### src/design/elinkPkg.sv
// elink transmitter shared constants, bus structs and enums
package elinkPkg;

  localparam int NUM_LANES   = 4;
  localparam int QUEUE_DEPTH = 4;  // words per lane queue
  localparam int SYM_CYCLES  = 5;  // one 10b symbol every 5 cycles
  localparam int CNT_W       = 16;
  localparam int LANE_W      = $clog2(NUM_LANES);
  localparam int QPTR_W      = $clog2(QUEUE_DEPTH);
  localparam int PHASE_W     = $clog2(SYM_CYCLES);

  localparam logic [7:0] K28_5 = 8'hBC;  // idle comma

  // host word for one lane
  typedef struct packed {
    logic       kFlag;
    logic [7:0] data;
  } laneWordT;

  typedef struct packed {
    logic        cyc;
    logic        stb;
    logic        we;
    logic [3:0]  adr;
    logic [15:0] dat;
  } wbReqT;

  typedef struct packed {
    logic        ack;
    logic [15:0] dat;
  } wbRspT;

  typedef logic [$clog2(QUEUE_DEPTH + 1) - 1:0] levelT;  // 0 .. QUEUE_DEPTH

  typedef enum logic {wbIdle, wbAck} wbStateT;

  typedef enum logic {symData, symIdle} symKindT;

endpackage

### src/design/elinkEnc8b10b.sv
// 8b10b encoder for data and K28.y words with running disparity tracking
`timescale 1ns/1ns
module elinkEnc8b10b (
  input  logic               getDataTrig,
  input  logic               rstN,
  input  elinkPkg::laneWordT word,
  input  logic               advance,  // symbol taken by the lane
  output logic [9:0]         symbol    // bit 0 = a, sent first
);

  logic       rdPos;   // running disparity, 1 = positive
  logic       rd6Pos;  // disparity between 6b and 4b blocks
  logic [4:0] x;       // EDCBA
  logic [2:0] y;       // HGF
  logic [5:0] code6;   // tables hold abcdei with a in msb
  logic [3:0] code4;   // fghj with f in msb
  logic       flip6;
  logic       flip4;
  logic       useA7;
  logic [3:0] onesCnt;

  always_comb
  begin
    x = word.kFlag ? 5'd28 : word.data[4:0];  // K words always K28.y
    y = word.data[7:5];

    // 5b/6b codes for RD-
    case (x)
      5'd0:  code6 = 6'b100111;
      5'd1:  code6 = 6'b011101;
      5'd2:  code6 = 6'b101101;
      5'd3:  code6 = 6'b110001;
      5'd4:  code6 = 6'b110101;
      5'd5:  code6 = 6'b101001;
      5'd6:  code6 = 6'b011001;
      5'd7:  code6 = 6'b111000;  // balanced but still flips
      5'd8:  code6 = 6'b111001;
      5'd9:  code6 = 6'b100101;
      5'd10: code6 = 6'b010101;
      5'd11: code6 = 6'b110100;
      5'd12: code6 = 6'b001101;
      5'd13: code6 = 6'b101100;
      5'd14: code6 = 6'b011100;
      5'd15: code6 = 6'b010111;
      5'd16: code6 = 6'b011011;
      5'd17: code6 = 6'b100011;
      5'd18: code6 = 6'b010011;
      5'd19: code6 = 6'b110010;
      5'd20: code6 = 6'b001011;
      5'd21: code6 = 6'b101010;
      5'd22: code6 = 6'b011010;
      5'd23: code6 = 6'b111010;
      5'd24: code6 = 6'b110011;
      5'd25: code6 = 6'b100110;
      5'd26: code6 = 6'b010110;
      5'd27: code6 = 6'b110110;
      5'd28: code6 = 6'b001110;
      5'd29: code6 = 6'b101110;
      5'd30: code6 = 6'b011110;
      5'd31: code6 = 6'b101011;
    endcase
    if (word.kFlag)
      code6 = 6'b001111;  // K.28

    flip6 = rdPos && (($countones(code6) != 3) || (x == 5'd7));
    if (flip6)
      code6 = ~code6;
    rd6Pos = rdPos ^ ($countones(code6) != 3);  // unbalanced block toggles rd

    // alternate x.7 avoids a run of five equal bits
    useA7 = !word.kFlag && (y == 3'd7) &&
            ((!rd6Pos && (x == 5'd17 || x == 5'd18 || x == 5'd20)) ||
             (rd6Pos && (x == 5'd11 || x == 5'd13 || x == 5'd14)));

    // 3b/4b codes for RD-
    case (y)
      3'd0: code4 = 4'b1011;
      3'd1: code4 = 4'b1001;
      3'd2: code4 = 4'b0101;
      3'd3: code4 = 4'b1100;
      3'd4: code4 = 4'b1101;
      3'd5: code4 = 4'b1010;
      3'd6: code4 = 4'b0110;
      3'd7: code4 = 4'b1110;  // P7
    endcase
    if (useA7)
      code4 = 4'b0111;
    if (word.kFlag)
    begin
      case (y)
        3'd0: code4 = 4'b1011;
        3'd1: code4 = 4'b0110;
        3'd2: code4 = 4'b1010;
        3'd3: code4 = 4'b1100;
        3'd4: code4 = 4'b1101;
        3'd5: code4 = 4'b0101;
        3'd6: code4 = 4'b1001;
        3'd7: code4 = 4'b0111;
      endcase
    end

    // K codes always flip on RD+
    flip4 = rd6Pos && (word.kFlag || ($countones(code4) != 2) || (y == 3'd3));
    if (flip4)
      code4 = ~code4;

    for (int b = 0; b < 6; b++)
      symbol[b] = code6[5 - b];  // a lands in bit 0
    for (int b = 0; b < 4; b++)
      symbol[6 + b] = code4[3 - b];
  end

  assign onesCnt = 4'($countones(symbol));

  always_ff @(posedge getDataTrig or negedge rstN)
  begin
    if (!rstN)
      rdPos <= 1'b0;  // start at RD-
    else if (advance && onesCnt != 4'd5)
      rdPos <= onesCnt == 4'd6;
  end

  aOnesCount: assert property (@(posedge getDataTrig) disable iff (!rstN)
    advance |-> onesCnt inside {4'd4, 4'd5, 4'd6});
  // an unbalanced symbol must always pull rd back the other way
  aDispBalance: assert property (@(posedge getDataTrig) disable iff (!rstN)
    advance && onesCnt != 4'd5 |-> (onesCnt == 4'd6) != rdPos);

endmodule

### src/design/elinkLane.sv
// one e-link lane that picks a word or idle comma, encodes it and shifts out two bits a cycle
`timescale 1ns/1ns
module elinkLane (
  input  logic               getDataTrig,
  input  logic               rstN,
  input  elinkPkg::laneWordT laneWord,
  input  logic               laneValid,
  output logic               lanePop,
  output logic               dataSent,
  output logic [1:0]         eData
);

  logic [elinkPkg::PHASE_W-1:0] phase;    // 0 = symbol boundary
  logic                         loadNow;
  elinkPkg::symKindT            kind;
  elinkPkg::laneWordT           encWord;
  logic [9:0]                   symbol;
  logic [7:0]                   shReg;    // remaining four pairs

  assign loadNow = phase == '0;
  assign kind    = laneValid ? elinkPkg::symData : elinkPkg::symIdle;
  // empty queue at the boundary sends K28.5
  assign encWord = (kind == elinkPkg::symData) ? laneWord :
                   '{kFlag: 1'b1, data: elinkPkg::K28_5};
  assign lanePop  = loadNow && (kind == elinkPkg::symData);  // take head word
  assign dataSent = lanePop;  // status counts data symbols only

  elinkEnc8b10b u_elinkEnc8b10b (
    .getDataTrig (getDataTrig),
    .rstN        (rstN),
    .word        (encWord),
    .advance     (loadNow),   // every symbol moves rd, idles included
    .symbol      (symbol)
  );

  // symbol phase and output pair
  always_ff @(posedge getDataTrig or negedge rstN)
  begin
    if (!rstN)
    begin
      phase <= '0;
      eData <= 2'b00;
    end
    else
    begin
      if (phase == elinkPkg::PHASE_W'(elinkPkg::SYM_CYCLES - 1))
        phase <= '0;
      else
        phase <= phase + 1'b1;

      if (loadNow)
        eData <= symbol[1:0];  // bit 0 carries the earlier bit
      else
        eData <= shReg[1:0];
    end
  end

  always_ff @(posedge getDataTrig)
  begin
    if (loadNow)
      shReg <= symbol[9:2];
    else
      shReg <= shReg >> 2;  // LSB first
  end

  // at most one pop per symbol slot
  aPopPhase: assert property (@(posedge getDataTrig) disable iff (!rstN)
    lanePop |=> (!lanePop) [* elinkPkg::SYM_CYCLES - 1]);

endmodule

### src/design/elinkStatus.sv
// per-lane data symbol counters and queue levels for wishbone register reads
`timescale 1ns/1ns
module elinkStatus (
  input  logic                                       getDataTrig,
  input  logic                                       rstN,
  input  logic            [elinkPkg::NUM_LANES-1:0]  dataSent,
  input  elinkPkg::levelT [elinkPkg::NUM_LANES-1:0]  queueLevel,
  input  logic            [2:0]                      statAdr,
  output logic            [15:0]                     statData
);

  logic [elinkPkg::CNT_W-1:0]  symCnt [elinkPkg::NUM_LANES];
  logic [elinkPkg::LANE_W-1:0] sel;  // lane picked by the low address bits
  logic                        levelSel;

  assign sel      = statAdr[elinkPkg::LANE_W-1:0];
  assign levelSel = statAdr[2];  // adr 4..7 read levels

  for (genvar i = 0; i < elinkPkg::NUM_LANES; i++)
  begin : gCnt
    always_ff @(posedge getDataTrig or negedge rstN)
    begin
      if (!rstN)
        symCnt[i] <= '0;
      else if (dataSent[i])
        symCnt[i] <= symCnt[i] + 1'b1;  // wraps at 2**CNT_W
    end
  end

  // read mux
  always_comb
  begin
    if (levelSel)
      statData = 16'(queueLevel[sel]);  // zero extended
    else
      statData = 16'(symCnt[sel]);
  end

endmodule

### src/design/elinkTxTop.sv
// four-lane e-link transmitter top joining wishbone feeder, lanes and status block
`timescale 1ns/1ns
module elinkTxTop (
  input  logic                                   getDataTrig,
  input  logic                                   rstN,
  input  elinkPkg::wbReqT                        wbReq,
  output elinkPkg::wbRspT                        wbRsp,
  output logic [elinkPkg::NUM_LANES-1:0][1:0]    eData
);

  elinkPkg::laneWordT [elinkPkg::NUM_LANES-1:0] laneWord;
  logic               [elinkPkg::NUM_LANES-1:0] laneValid;
  logic               [elinkPkg::NUM_LANES-1:0] lanePop;
  logic               [elinkPkg::NUM_LANES-1:0] dataSent;
  elinkPkg::levelT    [elinkPkg::NUM_LANES-1:0] queueLevel;
  logic               [2:0]                     statAdr;
  logic               [15:0]                    statData;

  // host side and lane queues
  elinkWbFeeder u_elinkWbFeeder (
    .getDataTrig (getDataTrig),
    .rstN        (rstN),
    .wbReq       (wbReq),
    .wbRsp       (wbRsp),
    .laneWord    (laneWord),
    .laneValid   (laneValid),
    .lanePop     (lanePop),
    .queueLevel  (queueLevel),
    .statAdr     (statAdr),
    .statData    (statData)
  );

  for (genvar i = 0; i < elinkPkg::NUM_LANES; i++)
  begin : gLane
    elinkLane u_elinkLane (
      .getDataTrig (getDataTrig),
      .rstN        (rstN),
      .laneWord    (laneWord[i]),
      .laneValid   (laneValid[i]),
      .lanePop     (lanePop[i]),
      .dataSent    (dataSent[i]),
      .eData       (eData[i])    // lanes run in lockstep
    );
  end

  // counters and level readback
  elinkStatus u_elinkStatus (
    .getDataTrig (getDataTrig),
    .rstN        (rstN),
    .dataSent    (dataSent),
    .queueLevel  (queueLevel),
    .statAdr     (statAdr),
    .statData    (statData)
  );

endmodule

### src/design/elinkWbFeeder.sv
// wishbone classic slave feeding the per-lane word queues and muxing register reads
`timescale 1ns/1ns
module elinkWbFeeder (
  input  logic                                                getDataTrig,
  input  logic                                                rstN,
  input  elinkPkg::wbReqT                                     wbReq,
  output elinkPkg::wbRspT                                     wbRsp,
  output elinkPkg::laneWordT [elinkPkg::NUM_LANES-1:0]        laneWord,
  output logic               [elinkPkg::NUM_LANES-1:0]        laneValid,
  input  logic               [elinkPkg::NUM_LANES-1:0]        lanePop,
  output elinkPkg::levelT    [elinkPkg::NUM_LANES-1:0]        queueLevel,
  output logic               [2:0]                            statAdr,
  input  logic               [15:0]                           statData
);

  elinkPkg::wbStateT                   state;
  logic [elinkPkg::NUM_LANES-1:0]      full;
  logic [elinkPkg::NUM_LANES-1:0]      push;
  logic [elinkPkg::LANE_W-1:0]         lane;
  logic                                req;
  logic                                laneAdr;  // adr 0..3
  logic                                accept;   // access completes this edge
  logic [15:0]                         rdData;

  assign req     = wbReq.cyc && wbReq.stb;
  assign laneAdr = wbReq.adr[3:2] == 2'b00;
  assign lane    = wbReq.adr[elinkPkg::LANE_W-1:0];
  assign statAdr = wbReq.adr[2:0];  // status decodes count vs level
  // a write to a full queue waits here
  assign accept  = (state == elinkPkg::wbIdle) && req &&
                   !(wbReq.we && laneAdr && full[lane]);
  assign rdData  = (!wbReq.we && !wbReq.adr[3]) ? statData : '0;  // adr 8+ reads 0

  always_ff @(posedge getDataTrig or negedge rstN)
  begin
    if (!rstN)
    begin
      state <= elinkPkg::wbIdle;
      wbRsp <= '0;
    end
    else
    begin
      case (state)
        elinkPkg::wbIdle:
        begin
          if (accept)
          begin
            state     <= elinkPkg::wbAck;
            wbRsp.ack <= 1'b1;
            wbRsp.dat <= rdData;  // read data rides with ack
          end
        end
        elinkPkg::wbAck:
        begin
          state     <= elinkPkg::wbIdle;  // single cycle ack
          wbRsp.ack <= 1'b0;
        end
      endcase
    end
  end

  for (genvar i = 0; i < elinkPkg::NUM_LANES; i++)
  begin : gQueue
    elinkPkg::laneWordT          mem [elinkPkg::QUEUE_DEPTH];
    logic [elinkPkg::QPTR_W-1:0] wrPtr;
    logic [elinkPkg::QPTR_W-1:0] rdPtr;
    elinkPkg::levelT             level;

    assign push[i] = accept && wbReq.we && laneAdr && (lane == elinkPkg::LANE_W'(i));

    always_ff @(posedge getDataTrig or negedge rstN)
    begin
      if (!rstN)
      begin
        wrPtr <= '0;
        rdPtr <= '0;
        level <= '0;
      end
      else
      begin
        if (push[i])
          wrPtr <= wrPtr + 1'b1;  // depth is a power of two so pointers wrap
        if (lanePop[i])
          rdPtr <= rdPtr + 1'b1;
        level <= level + elinkPkg::levelT'(push[i]) - elinkPkg::levelT'(lanePop[i]);
      end
    end

    always_ff @(posedge getDataTrig)
    begin
      if (push[i])
        mem[wrPtr] <= wbReq.dat[8:0];  // low 9 bits = {kFlag, data}
    end

    assign laneWord[i]   = mem[rdPtr];  // head word
    assign laneValid[i]  = level != '0;
    assign full[i]       = level == elinkPkg::QUEUE_DEPTH;
    assign queueLevel[i] = level;

    // queue never holds more than its depth
    aLevelBound: assert property (@(posedge getDataTrig) disable iff (!rstN)
      level <= elinkPkg::QUEUE_DEPTH);
    aPopNotEmpty: assert property (@(posedge getDataTrig) disable iff (!rstN)
      lanePop[i] |-> laneValid[i]);
  end

  // ack never outlives the master's request
  aAckInCycle: assert property (@(posedge getDataTrig) disable iff (!rstN)
    wbRsp.ack |-> wbReq.cyc && wbReq.stb);

endmodule

### config.mk
export PLATFORM = sky130hd
export DESIGN_NAME = elinkTxTop
export DESIGN_NICKNAME = d
export VERILOG_FILES = /design/src/design/elinkPkg.sv /design/src/design/elinkEnc8b10b.sv /design/src/design/elinkLane.sv /design/src/design/elinkStatus.sv /design/src/design/elinkTxTop.sv /design/src/design/elinkWbFeeder.sv
export SDC_FILE = /design/constraint.sdc
export NUM_CORES = 1
export LEC_CHECK = 0
export BUFFER_PORTS_ARGS = -buffer_cell sky130_fd_sc_hd__buf_2
export CAP_MARGIN = 20
export CORE_AREA = 2 2 197 199
export CTS_BUF_LIST = sky130_fd_sc_hd__clkbuf_4
export DETAILED_ROUTE_END_ITERATION = 16
export DIE_AREA = 0 0 199 201
export PLACE_DENSITY = 0.77
export SLEW_MARGIN = 25
export SYNTH_ARGS = -nofsm -noshare
export SYNTH_HDL_FRONTEND = slang
export SYNTH_HIERARCHICAL = 1
export SYNTH_SLANG_ARGS = --single-unit
### constraint.sdc
create_clock -name getDataTrig -period 28.6 [get_ports getDataTrig]
set_clock_uncertainty 0.1 [all_clocks]
set_input_delay 5.72 -clock getDataTrig [delete_from_list [all_inputs] [get_ports getDataTrig]]
set_output_delay 5.72 -clock getDataTrig [all_outputs]
set_load 0.05 [all_outputs]
==> Word-level counts from Yosys, hierarchy flattened <==
Memory sizes are Yosys's and may differ from the RTL's.
Cells that the tools add are included.
{ "totals": {"ff_bits": 166, "mem_bits_rw": 144, "romBits": 1024, "inputBits": 25, "out_inout_bits": 25, "word_cells": 398, "n_memories": 16} }
{ "mem_list": {"columns": ["memory", "depth", "word_bits", "read_ports", "rd_clocked_by_memory_dff", "write_ports", "line_no", "source"], "rows": [
  ["(no name shown)", 32, 6, 1, 0, 0, "elinkEnc8b10b.sv:28", "case (x)"],
  ["(no name shown)", 32, 6, 1, 0, 0, "elinkEnc8b10b.sv:28", null],
  ["(no name shown)", 32, 6, 1, 0, 0, "elinkEnc8b10b.sv:28", null],
  ["(no name shown)", 32, 6, 1, 0, 0, "elinkEnc8b10b.sv:28", null],
  ["u_elinkWbFeeder.gQueue[0].mem", 4, 9, 1, 0, 1, "elinkWbFeeder.sv:64", "elinkPkg::laneWordT mem [elinkPkg::QUEUE_DEPTH];"],
  ["u_elinkWbFeeder.gQueue[1].mem", 4, 9, 1, 0, 1, "elinkWbFeeder.sv:64", null],
  ["10 more memories", null, null, null, null, null, null, null]
]} }
{ "classes": {"n_addsub": 100, "n_lt_le_gt_ge": 2, "eq_ne": 68, "n_mux": 61, "n_bitwise": 14, "n_reduce_logical": 98} }
{ "op_table": {"columns": ["operator", "n"], "rows": [
  ["32-bit adder", 8],
  ["32-bit by 3-bit != test with 1-bit output, second input constant", 4],
  ["1-bit by 1-bit adder with 2-bit output", 40],
  ["6-bit 2-to-1 mux", 12],
  ["16-bit by 1-bit adder with 16-bit output, second input constant", 4],
  ["16-bit 2-to-1 mux", 4],
  ["5-bit by 4-bit == test with 1-bit output, second input constant", 12],
  ["5-bit == test, second input constant", 12],
  ["2-bit by 2-bit adder with 3-bit output", 16],
  ["4-bit 2-to-1 mux", 12],
  ["1-bit logical AND", 44],
  ["3-bit == test, second input constant", 12],
  ["9-bit 2-to-1 mux", 4],
  ["16-bit binary-select mux with 2-bit select", 1],
  ["1-bit logical OR", 32],
  ["6-bit inverter", 4],
  ["5-bit by 3-bit == test with 1-bit output, second input constant", 4],
  ["5-bit 2-to-1 mux", 4],
  ["17-bit 2-to-1 mux", 1],
  ["2-bit by 1-bit adder with 2-bit output, second input constant", 8],
  ["3-bit by 2-bit adder with 4-bit output", 4],
  ["3-bit by 3-bit adder with 4-bit output", 4],
  ["4-bit by 2-bit adder with 4-bit output", 4],
  ["4-bit by 3-bit == test with 1-bit output, second input constant", 4],
  ["other kinds (27)", 89]
]} }

==> Logic depth before layout (Yosys ltp) <==
Gate-level depths: netlist (run 1).
An unclocked memory read counts as a cell.
{ "logic_depth": {"ltp_word": 36, "depth_mapped": 53, "depth_no_buf": 49} }

==> By module <==
The synthesis (run 1) kept the hierarchy.
{ "modules_own_cells": {"columns": ["mod", "n_inst", "cells_each", "area_each_um2", "seq_area_each_um2"], "rows": [
  ["elinkWbFeeder", 1, 410, 7708.6, 5475.3],
  ["elinkStatus", 1, 268, 3274.4, 1601.5],
  ["elinkLane", 4, 43, 565.5, 285.3],
  ["elinkEnc8b10b at gLane[3].u_elinkLane.u_elinkEnc8b10b", 1, 185, 1495.2, 25.0],
  ["elinkEnc8b10b at gLane[0].u_elinkLane.u_elinkEnc8b10b", 1, 174, 1381.3, 25.0],
  ["elinkEnc8b10b at gLane[1].u_elinkLane.u_elinkEnc8b10b", 1, 170, 1371.3, 25.0],
  ["elinkEnc8b10b at gLane[2].u_elinkLane.u_elinkEnc8b10b", 1, 166, 1298.7, 25.0]
]} }

==> Worst setup path after synthesis (run 1) <==
No wires, ideal clock.
{ "synth_timing": {"path_kind": "reg2reg", "start": "register u_elinkWbFeeder/gQueue[3].rdPtr[0] in the netlist's numbering", "end": "register gLane[3].u_elinkLane.u_elinkEnc8b10b.rdPos", "setup_time_ns": 0.101, "t_arrival_ns": 11.595, "t_required_ns": 28.399, "slack_ns": 16.805, "stages_incl_launch_ff": 49, "path_buffers": 2, "synth_period_minus_slack_ns": 11.795, "cell_sequence": "dfrtp_1 > buf_2 > mux4_2 > nand2b_1 > clkbuf_1 > nor2b_1 > inv_1 > ha_1 > nand2b_1 > nand3_1 > o21ai_0 > a211oi_2 > fa_1 > fa_1 > inv_1 > ha_1 > inv_1 > fa_1 > [13 not listed] > ha_1 > fa_1 > ha_1 > nor4b_1 > o21ai_0 > nand3_1 > xnor2_1 > fa_1 > ha_1 > inv_1 > fa_1 > inv_1 > ha_1 > fa_1 > xnor2_1 > nand2_1 > o31a_1 > o32ai_1"} }
{ "synth_rtl": {"columns": ["item", "line_no", "source"], "rows": [
  ["from (decl)", "elinkWbFeeder.sv:66", "logic [elinkPkg::QPTR_W-1:0] rdPtr;"],
  ["from (signal assigned)", "elinkWbFeeder.sv:84", "rdPtr <= rdPtr + 1'b1;"],
  ["to (signal assigned)", "elinkEnc8b10b.sv:118", "rdPos <= 1'b0;"],
  ["to (signal assigned)", "elinkEnc8b10b.sv:120", "rdPos <= onesCnt == 4'd6;"],
  ["to (decl)", "elinkEnc8b10b.sv:11", "logic rdPos;"]
]} }

==> key figures, run 1 <==
STA
  – Period minus WS final: around 13 ns
  – Worst Tran Pin Value: around 0.86 ns
  – RSZ-0062 raised after global routing: false
  – Slew Viols, Final: 0
  – Fmax achieved: around 0.076 GHz
  – Tcrit/Tclk final: 0.463
  – Rel. slew slack: 0.426
  – Setup TNS: 0 ns
  – Final hold vios: 0
  – Setup violations, final: 0

Die
  – Die extent in x: 199 µm
  – DIE AREA: around 40,000 µm²
  – Num rows: 72
  – # IOs: 50
  – Starting density of the core: 0.493
  – Core footprint: 38,100 µm²
  – Overall die height: around 200 µm

Worst setup path
  – CP Class: reg2reg
  – Most frequent cell on the critical path: ha_1
  – Slowest CP cell: dfrtp_1
  – Critical Path Max Stage Delay: 0.76 ns
  – Crit path required time: a little under 30 ns
  – CP endpoint kind: register
  – Worst setup SP type: register
  – Critical Path Fanout Max: 16
  – CP Data Arrival Time: 13.76 ns

CTS
  – Number of hold buffers added after cts: 0
  – Clock root cell: clkbuf_4
  – Max clock buf depth: 3
  – Clock Pin Slew Worst Setup and Hold Paths: 0.07 ns
  – Inserted Clock Buffers: 81
  – Clock Sinks: 310
  – Post-cts resize count: 0
  – Number of setup buffers added after CTS: 0
  – Clock H-tree levels: 3
  – CTS tree: built
  – Clk_lat worst skew: 0.76 ns

GRT
  – Initial antenna violation count: 1
  – Total GRT Usage: 0.189
  – GRT overflow: 0
  – Largest net degree at the start of global routing: 70
  – Vias in the first global route: 12.5k
  – First-pass GRT wire length: approximately 61,000 µm

Yosys
  – Synth Flop Type: edfxtp_1
  – Yosys cell types: 108
  – Seq/Total Area, Yosys: 0.443
  – Most frequent cell after synthesis: edfxtp_1
  – Syn Nets: ~1.7k
  – Top cells by count, synth: 144 x edfxtp_1, 134 x dfrtp_1, 124 x inv_1
  – Synth area leader: edfxtp_1
  – Mapped Area: around 19,000 µm²
  – Ranking of synthesized cells by area: edfxtp_1 23%, dfrtp_1 18%, ha_1 7.5%, mux4_2 6.7%, fa_1 4.3%
  – Post-Synthesis Cells: 1,545
  – Area share of the largest cell type after synthesis: 0.230
  – EDFF count, synth: between 100 and 150
  – Synthesized area per cell: about 12 µm²
  – Post-synthesis async set-or-reset flop share: 0.432
  – Synthesis-stage register bit count: a little over 300
  – Ys Warns: 6

Final layout
  – Share of layout cells above drive strength 1: 0.215
  – Area grow syn2layout: 8.48%
  – Nets@finish: 1,789

Route
  – DR pass1 iterations: 5
  – Wirelength, routed: around 36,000 µm
  – Post-route DRC: 0
  – Routed vias/inst: 5.42
  – Via count: ~12k
  – Wirelength per Cell: between 15 and 20 µm
  – Antenna Nets Post-Route: 0
  – Iter 0 DRT Violations: 823

Run
  – Maxcap violations: 0

Placed design
  – Final HPWL DP: 25,300 µm
  – Placer Congestion: 0.820
  – I/O Buffers: 42

Hold path
  – Worst hold-check path type: reg2reg

Outcome
  – Outcome: finished clean
==> cells in the final DEF (no fill, tap or decap), types with 8 or more instances in the layout <==
cell type	instances
buf_2	41
xor2_1	57
and2_1	39
clkinv_1	17
nor2b_1	32
dfrtp_1	134
nand3_1	34
mux2i_1	16
mux2_2	25
clkbuf_4	122
a22oi_1	16
and3_1	14
and2_2	13
ha_1	112
dfxtp_1	32
nand2_1	84
a21o_1	8
nand2b_1	48
fa_1	40
or3_1	10
a21oi_1	43
nor3_1	13
nand4_1	18
inv_1	124
xnor2_1	85
mux2_4	25
o211ai_1	8
mux4_2	56
o21ai_0	28
o21ai_2	10
edfxtp_1	144
nor2_1	64
==> state kept, by name, indices dropped and copies added, names as in the netlist, 4 cells and up <==
| signal | cells |
|---|---|
| u_elinkWbFeeder/gQueue.mem | 144 |
| u_elinkStatus/symCnt | 64 |
| gLane.u_elinkLane/shReg | 32 |
| u_elinkWbFeeder/wbRsp | 17 |
| gLane.u_elinkLane/phase | 12 |
| u_elinkWbFeeder/gQueue.level | 12 |
| gLane.u_elinkLane/eData | 8 |
| u_elinkWbFeeder/gQueue.rdPtr | 8 |
| u_elinkWbFeeder/gQueue.wrPtr | 8 |
| gLane.u_elinkLane/u_elinkEnc8b10b/rdPos | 4 |
==> logic make-up (layout without fill, tap and decap cells) <==
group | Yosys count | in the layout | share of synthesized area
and+or+nand+nor | 429 | 429 | 0.132
DFF | 310 | 310 | 0.443
AOI/OAI and AO/OA | 201 | 201 | 0.0838
buffers and inverters | 185 | 317 | 0.0446
adders and majority gates | 153 | 153 | 0.118
xor gates and xnor gates | 142 | 142 | 0.0662
muxes | 125 | 125 | 0.113
other | 0 | 2 | 0
==> path summary, 6_finish.rpt <==
kind,start,endpoint,slack [ns],depth (start not counted)
max in group asynchronous,rstN,u_elinkStatus/symCnt[60]$_DFFE_PN0P_,22.14,2
min in group asynchronous,rstN,gLane[0].u_elinkLane/eData[0]$_DFF_PN0_,4.91,1
hold / removal,gLane[0].u_elinkLane/shReg[1]$_DFF_P_,gLane[0].u_elinkLane/eData[1]$_DFF_PN0_,0.35,1
setup / recovery,u_elinkWbFeeder/gQueue[3].rdPtr[0]$_DFFE_PN0P_,gLane[3].u_elinkLane/u_elinkEnc8b10b/rdPos$_DFFE_PN0P_,15.36,46
setup reg to reg,u_elinkWbFeeder/gQueue[3].rdPtr[0]$_DFFE_PN0P_,gLane[3].u_elinkLane/u_elinkEnc8b10b/rdPos$_DFFE_PN0P_,15.36,46
hold reg to reg,gLane[0].u_elinkLane/shReg[1]$_DFF_P_,gLane[0].u_elinkLane/eData[1]$_DFF_PN0_,0.35,1
==> cell type report <==
type / count / area [µm²]
timing repair buffer: 44 / 235
antenna: 2 / 5.00
inverter: 125 / 469
sequential: 310 / 8320
tap: 518 / 648
fill: 3148 / 17700
clock buffer: 122 / 916
multi-input combinational: 1050 / 9640
clock inverter: 26 / 151
==> routing by layer <==
layer / track usage / share of wire / wire, µm / up-vias
met3: 0.0370 / 0.050 / 1800 / 53
li1: - / - / - / 5688
met1: 0.237 / 0.42 / 15300 / 5882
met4: 0.0664 / 0.018 / 646 / 0
met5: 0 / 0 / 0 / -
met2: 0.325 / 0.51 / 18400 / 291
==> worst max-delay path, delay by kind of cell, from the launching register on <==
family	cells	cell delay (ns)
fa+ha+maj	15	5.40
flops	1	0.76
simple gates	12	3.12
mux	1	0.58
xor+xnor	4	0.60
buf+inv	5	0.38
compound gates	9	2.13
==> stage by stage <==
stage	hold slack (ns)	setup WS [ns]	area, µm²	cells	util
final	0.350	15.36	20400	2197	0.535
after global routing	0.351	14.50	20400	2196	0.535
after CTS	0.355	15.35	20400	2194	0.535
after detailed placement	0.342	15.42	19300	2046	0.507
after global placement	0.339	15.68	19300	2046	0.506
after floorplan	0.327	16.80	18800	1545	-
Power of run 1 is not shown: default switching activity piles up to over one toggle a cycle in this logic, so the estimate is an artifact.
==> inputs of run 2 (changes only) <==
--- a/config.mk
+++ b/config.mk
@@ -5,13 +5,14 @@
 export SDC_FILE = /design/constraint.sdc
 export NUM_CORES = 1
 export LEC_CHECK = 0
+export ABC_AREA = 1
 export BUFFER_PORTS_ARGS = -buffer_cell sky130_fd_sc_hd__buf_2
 export CAP_MARGIN = 20
-export CORE_AREA = 2 2 197 199
+export CORE_AREA = 2 2 201 203
 export CTS_BUF_LIST = sky130_fd_sc_hd__clkbuf_4
 export DETAILED_ROUTE_END_ITERATION = 16
-export DIE_AREA = 0 0 199 201
-export PLACE_DENSITY = 0.77
+export DIE_AREA = 0 0 203 205
+export PLACE_DENSITY = 0.79
 export SLEW_MARGIN = 25
 export SYNTH_ARGS = -nofsm -noshare
 export SYNTH_HDL_FRONTEND = slang
==> constraint.sdc (replaced) <==
create_clock -name getDataTrig -period 11.2 [get_ports getDataTrig]
set_clock_uncertainty 0.1 [all_clocks]
set_input_delay 2.24 -clock getDataTrig [delete_from_list [all_inputs] [get_ports getDataTrig]]
set_output_delay 2.24 -clock getDataTrig [all_outputs]
set_load 0.05 [all_outputs]
==> run 2 against run 1 <==
Against the previous run: maximum frequency increased by 24%; synthesized cell count grew 48%; die area grew 4.0%; first-iteration DRC count grew 15%; critical path depth grew 11; critical path type unchanged; design area up 6.4%.
==> key figures, run 2 <==
Die
  – Die extent in x: 203 µm (+2.0%)
  – # IOs: 50 (unchanged)
  – DIE AREA: 41,600 µm² (+4.0%)
  – Overall die height: 205 µm (+2.0%)
  – Num rows: 73 (+1.4%)
  – Core footprint: 39,400 µm² (+3.3%)
  – Starting density of the core: 0.494 (+0.00109)

Hold path
  – Worst hold-check path type: reg2reg
  – Min-Delay Path Depth: 2 (+1)
  – Hold endpoint: gLane[3].u_elinkLane/shReg[3]$_DFF_P_
  – Hold Crit Start: gLane[3].u_elinkLane/shReg[5]$_DFF_P_

STA
  – Fmax achieved: 0.0938 GHz (+24%)
  – Final hold vios: 0 (unchanged)
  – Worst Tran Pin Value: 1.02 ns (+0.158 ns)
  – Setup violations, final: 0 (unchanged)
  – Rel. slew slack: 0.318 (-0.108)
  – Setup TNS: 0 ns (unchanged)
  – Slew Viols, Final: 0 (unchanged)
  – Period minus WS final: 10.66 ns (-2.58 ns)
  – Worst setup margin: 0.539 ns (-14.82 ns)
  – Tcrit/Tclk final: 0.952 (+0.489)

Yosys
  – Mapped Area: 19,500 µm² (+3.5%)
  – Adder-cell share of the synthesized area: 0.113 (-0.00453)
  – Synth Flop Type: edfxtp_1
  – Post-synthesis async set-or-reset flop share: 0.432 (unchanged)
  – Synth Area in Compound Gates: 0.0897 (+0.00588)
  – Area share of the largest cell type after synthesis: 0.222 (-0.00786)
  – EDFF count, synth: 144 (unchanged)
  – Most frequent cell after synthesis: nand2_1
  – Post-synthesis mux area share: 0.000579 (-0.112)
  – Synthesized area per cell: 8.53 µm² (-30%)
  – Combinational family with the most area after synthesis: simple AND/OR/NAND/NOR gates
  – Ranking of synthesized cells by area: edfxtp_1 22%, dfrtp_1 17%, nand2_1 9.2%, ha_1 7.2%, inv_1 6.0%
  – Synth area leader: edfxtp_1
  – Syn Nets: 2,457 (+43%)
  – Top cells by count, synth: 477 x nand2_1, 309 x inv_1, 216 x nor2_1
  – Simple-Gate Fraction of Synth Area: 0.242 (+0.110)
  – Ys Warns: 6 (unchanged)
  – Yosys cell types: 60 (-44%)
  – Seq/Total Area, Yosys: 0.428 (-0.0151)
  – Xor/xnor share of the synthesized area: 0.0422 (-0.0240)
  – Post-Synthesis Cells: 2,280 (+48%)
  – Synthesis-stage register bit count: 310 (unchanged)

Worst setup path
  – Critical Path Max Stage Delay: 0.53 ns (-0.23 ns)
  – Critical Path Fanout Max: 11 (-5)
  – FF-to-FF setup slack: 0.54 ns (-14.82 ns)
  – Reg2reg start: u_elinkWbFeeder/gQueue[0].rdPtr[0]$_DFFE_PN0P_
  – Critical path's top delay family: adder cells
  – CP endpoint kind: register
  – Slowest CP cell: fa_1
  – Worst setup SP type: register
  – Crit path required time: 11.81 ns (-17.31 ns)
  – Worst Reg-to-Reg Cells: 57 (+24%)
  – CP bufs+invs: 13 (+8)
  – R2R Path End: gLane[0].u_elinkLane/u_elinkEnc8b10b/rdPos$_DFFE_PN0P_
  – Most frequent cell on the critical path: inv_1
  – CP Data Arrival Time: 11.27 ns (-2.49 ns)
  – CP Class: reg2reg

Final layout
  – Share of layout cells above drive strength 1: 0.174 (-0.0405)
  – Reg with most FFs: u_elinkWbFeeder/gQueue.mem
  – Largest registers: u_elinkWbFeeder/gQueue.mem (144), u_elinkStatus/symCnt (64), gLane.u_elinkLane/shReg (32)
  – Commonest non-fill, non-tap cells in the layout: 476 x nand2_1, 301 x inv_1, 206 x nor2_1
  – Fillers: 3,396 (+7.9%)
  – Max reg flops: 144 (unchanged)
  – Commonest non-fill, non-tap cell in the layout: nand2_1
  – Nets@finish: 2,580 (+44%)
  – Area grow syn2layout: 11.5%

Placed design
  – Pre-CTS setup slack: 0.113 ns (-15.31 ns)
  – Final HPWL DP: 30,400 µm (+20%)
  – I/O Buffers: 42 (unchanged)
  – Placer Congestion: 0.870 (+6.1%)

Outcome
  – Outcome: finished clean

Route
  – Wirelength, routed: 43,500 µm (+20%)
  – Routed vias/inst: 5.18 (-4.5%)
  – Post-route DRC: 0 (unchanged)
  – Via count: 15.5k (+30%)
  – Wirelength per Cell: 14.5 µm (-12%)
  – Iter 0 DRT Violations: 947 (+15%)
  – DR pass1 iterations: 6 (+1)
  – Antenna Nets Post-Route: 0 (unchanged)

GRT
  – Total GRT Usage: 0.209 (+0.0199)
  – First-pass GRT wire length: 71,300 µm (+17%)
  – Largest net degree at the start of global routing: 70 (unchanged)
  – GRT overflow: 0 (unchanged)
  – Vias in the first global route: 15.6k (+25%)
  – Initial antenna violation count: 1 (unchanged)

Run
  – Maxcap violations: 0 (unchanged)

CTS
  – Clock Sinks: 310 (unchanged)
  – Clock H-tree levels: 3 (unchanged)
  – Clock Pin Slew Worst Setup and Hold Paths: 0.07 ns (about the same)
  – Clock root cell: clkbuf_4
  – CTS tree: built
  – Max clock buf depth: 3 (unchanged)
  – Clk_lat worst skew: 0.76 ns (about the same)
  – Inserted Clock Buffers: 82 (+1.2%)
run 2: changes by cell type after synthesis, moves of 56 or more:
cell     before  now
mux4_2       56    0
o21ai_0      28  152
inv_1       124  309
nand2_1      84  477
nor2_1       64  216
nand3_1      34  133
xnor2_1      85   24
run 2: worst register-to-register path: cells and delay by family, from the launching register on:
kind	cells	cell delay [ns]
flops	1	0.35
xor+xnor	2	0.38
fa+ha+maj	15	5.18
simple gates	18	2.25
buf+inv	13	1.22
compound gates	9	1.16
run 2: area by class of cell:
type,count,area [µm²],area share
inverters,337,1290,0.0595
repair buffers,97,629,0.0290
clock inverters,30,168,0.00773
well taps,525,657,0.0303
repair inverters,1,5.00,0.000231
multi-input cells,1574,9720,0.448
clock buffers,120,901,0.0415
diodes,2,5.00,0.000231
flip-flops and latches,310,8320,0.383
run 2: how the worst max path moves through the flow:
stage | start | to | slack (ns) | cells past startpoint
after floorplan | u_elinkWbFeeder/gQueue[0].rdPtr[1]$_DFFE_PN0P_ | gLane[0].u_elinkLane/u_elinkEnc8b10b/rdPos$_DFFE_PN0P_ | 0.75 | 55
after global placement | u_elinkWbFeeder/gQueue[0].rdPtr[0]$_DFFE_PN0P_ | gLane[0].u_elinkLane/u_elinkEnc8b10b/rdPos$_DFFE_PN0P_ | 0.45 | 56
after detailed placement | u_elinkWbFeeder/gQueue[0].rdPtr[0]$_DFFE_PN0P_ | gLane[0].u_elinkLane/u_elinkEnc8b10b/rdPos$_DFFE_PN0P_ | 0.11 | 54
after CTS | u_elinkWbFeeder/gQueue[0].rdPtr[0]$_DFFE_PN0P_ | gLane[0].u_elinkLane/u_elinkEnc8b10b/rdPos$_DFFE_PN0P_ | 0.08 | 54
after global routing | u_elinkWbFeeder/gQueue[3].rdPtr[0]$_DFFE_PN0P_ | gLane[3].u_elinkLane/u_elinkEnc8b10b/rdPos$_DFFE_PN0P_ | -0.07 | 53
final | u_elinkWbFeeder/gQueue[0].rdPtr[0]$_DFFE_PN0P_ | gLane[0].u_elinkLane/u_elinkEnc8b10b/rdPos$_DFFE_PN0P_ | 0.54 | 57
run 2: cell families after synthesis:
kind of cell	count (synthesis)
muxes	1
xor gates and xnor gates	92
AOI/OAI and AO/OA	311
adders and majority gates	152
and+or+nand+nor	1018
DFF	310
buffers and inverters	396
run 2: what timing repair did:
item,in CTS,in global routing
resized for setup,0,61
buffers inserted,0,27
endpoints found under the setup margin,0,4
endpoints found under the hold margin,0,0
hold buffers,0,0
run 2: metal layers:
metal | global-route usage | wire, µm | up-vias
met5 | 0 | 0 | -
met4 | 0.0829 | 1210 | 0
met3 | 0.0395 | 2380 | 91
met2 | 0.366 | 21600 | 439
met1 | 0.254 | 18300 | 7282
li1 | - | - | 7708
run 2: through the flow:
| stage | hold WS [ns] | util | cells | instance area, µm² |
|---|---|---|---|---|
| final | 0.309 | 0.551 | 2996 | 21700 |
| after global routing | 0.329 | 0.551 | 2995 | 21700 |
| after CTS | 0.313 | 0.539 | 2966 | 21200 |
| after detailed placement | 0.308 | 0.512 | 2816 | 20200 |
| after global placement | 0.301 | 0.512 | 2816 | 20200 |
| after floorplan | 0.296 | - | 2280 | 19500 |
Power of run 2 is left out for the same reason.
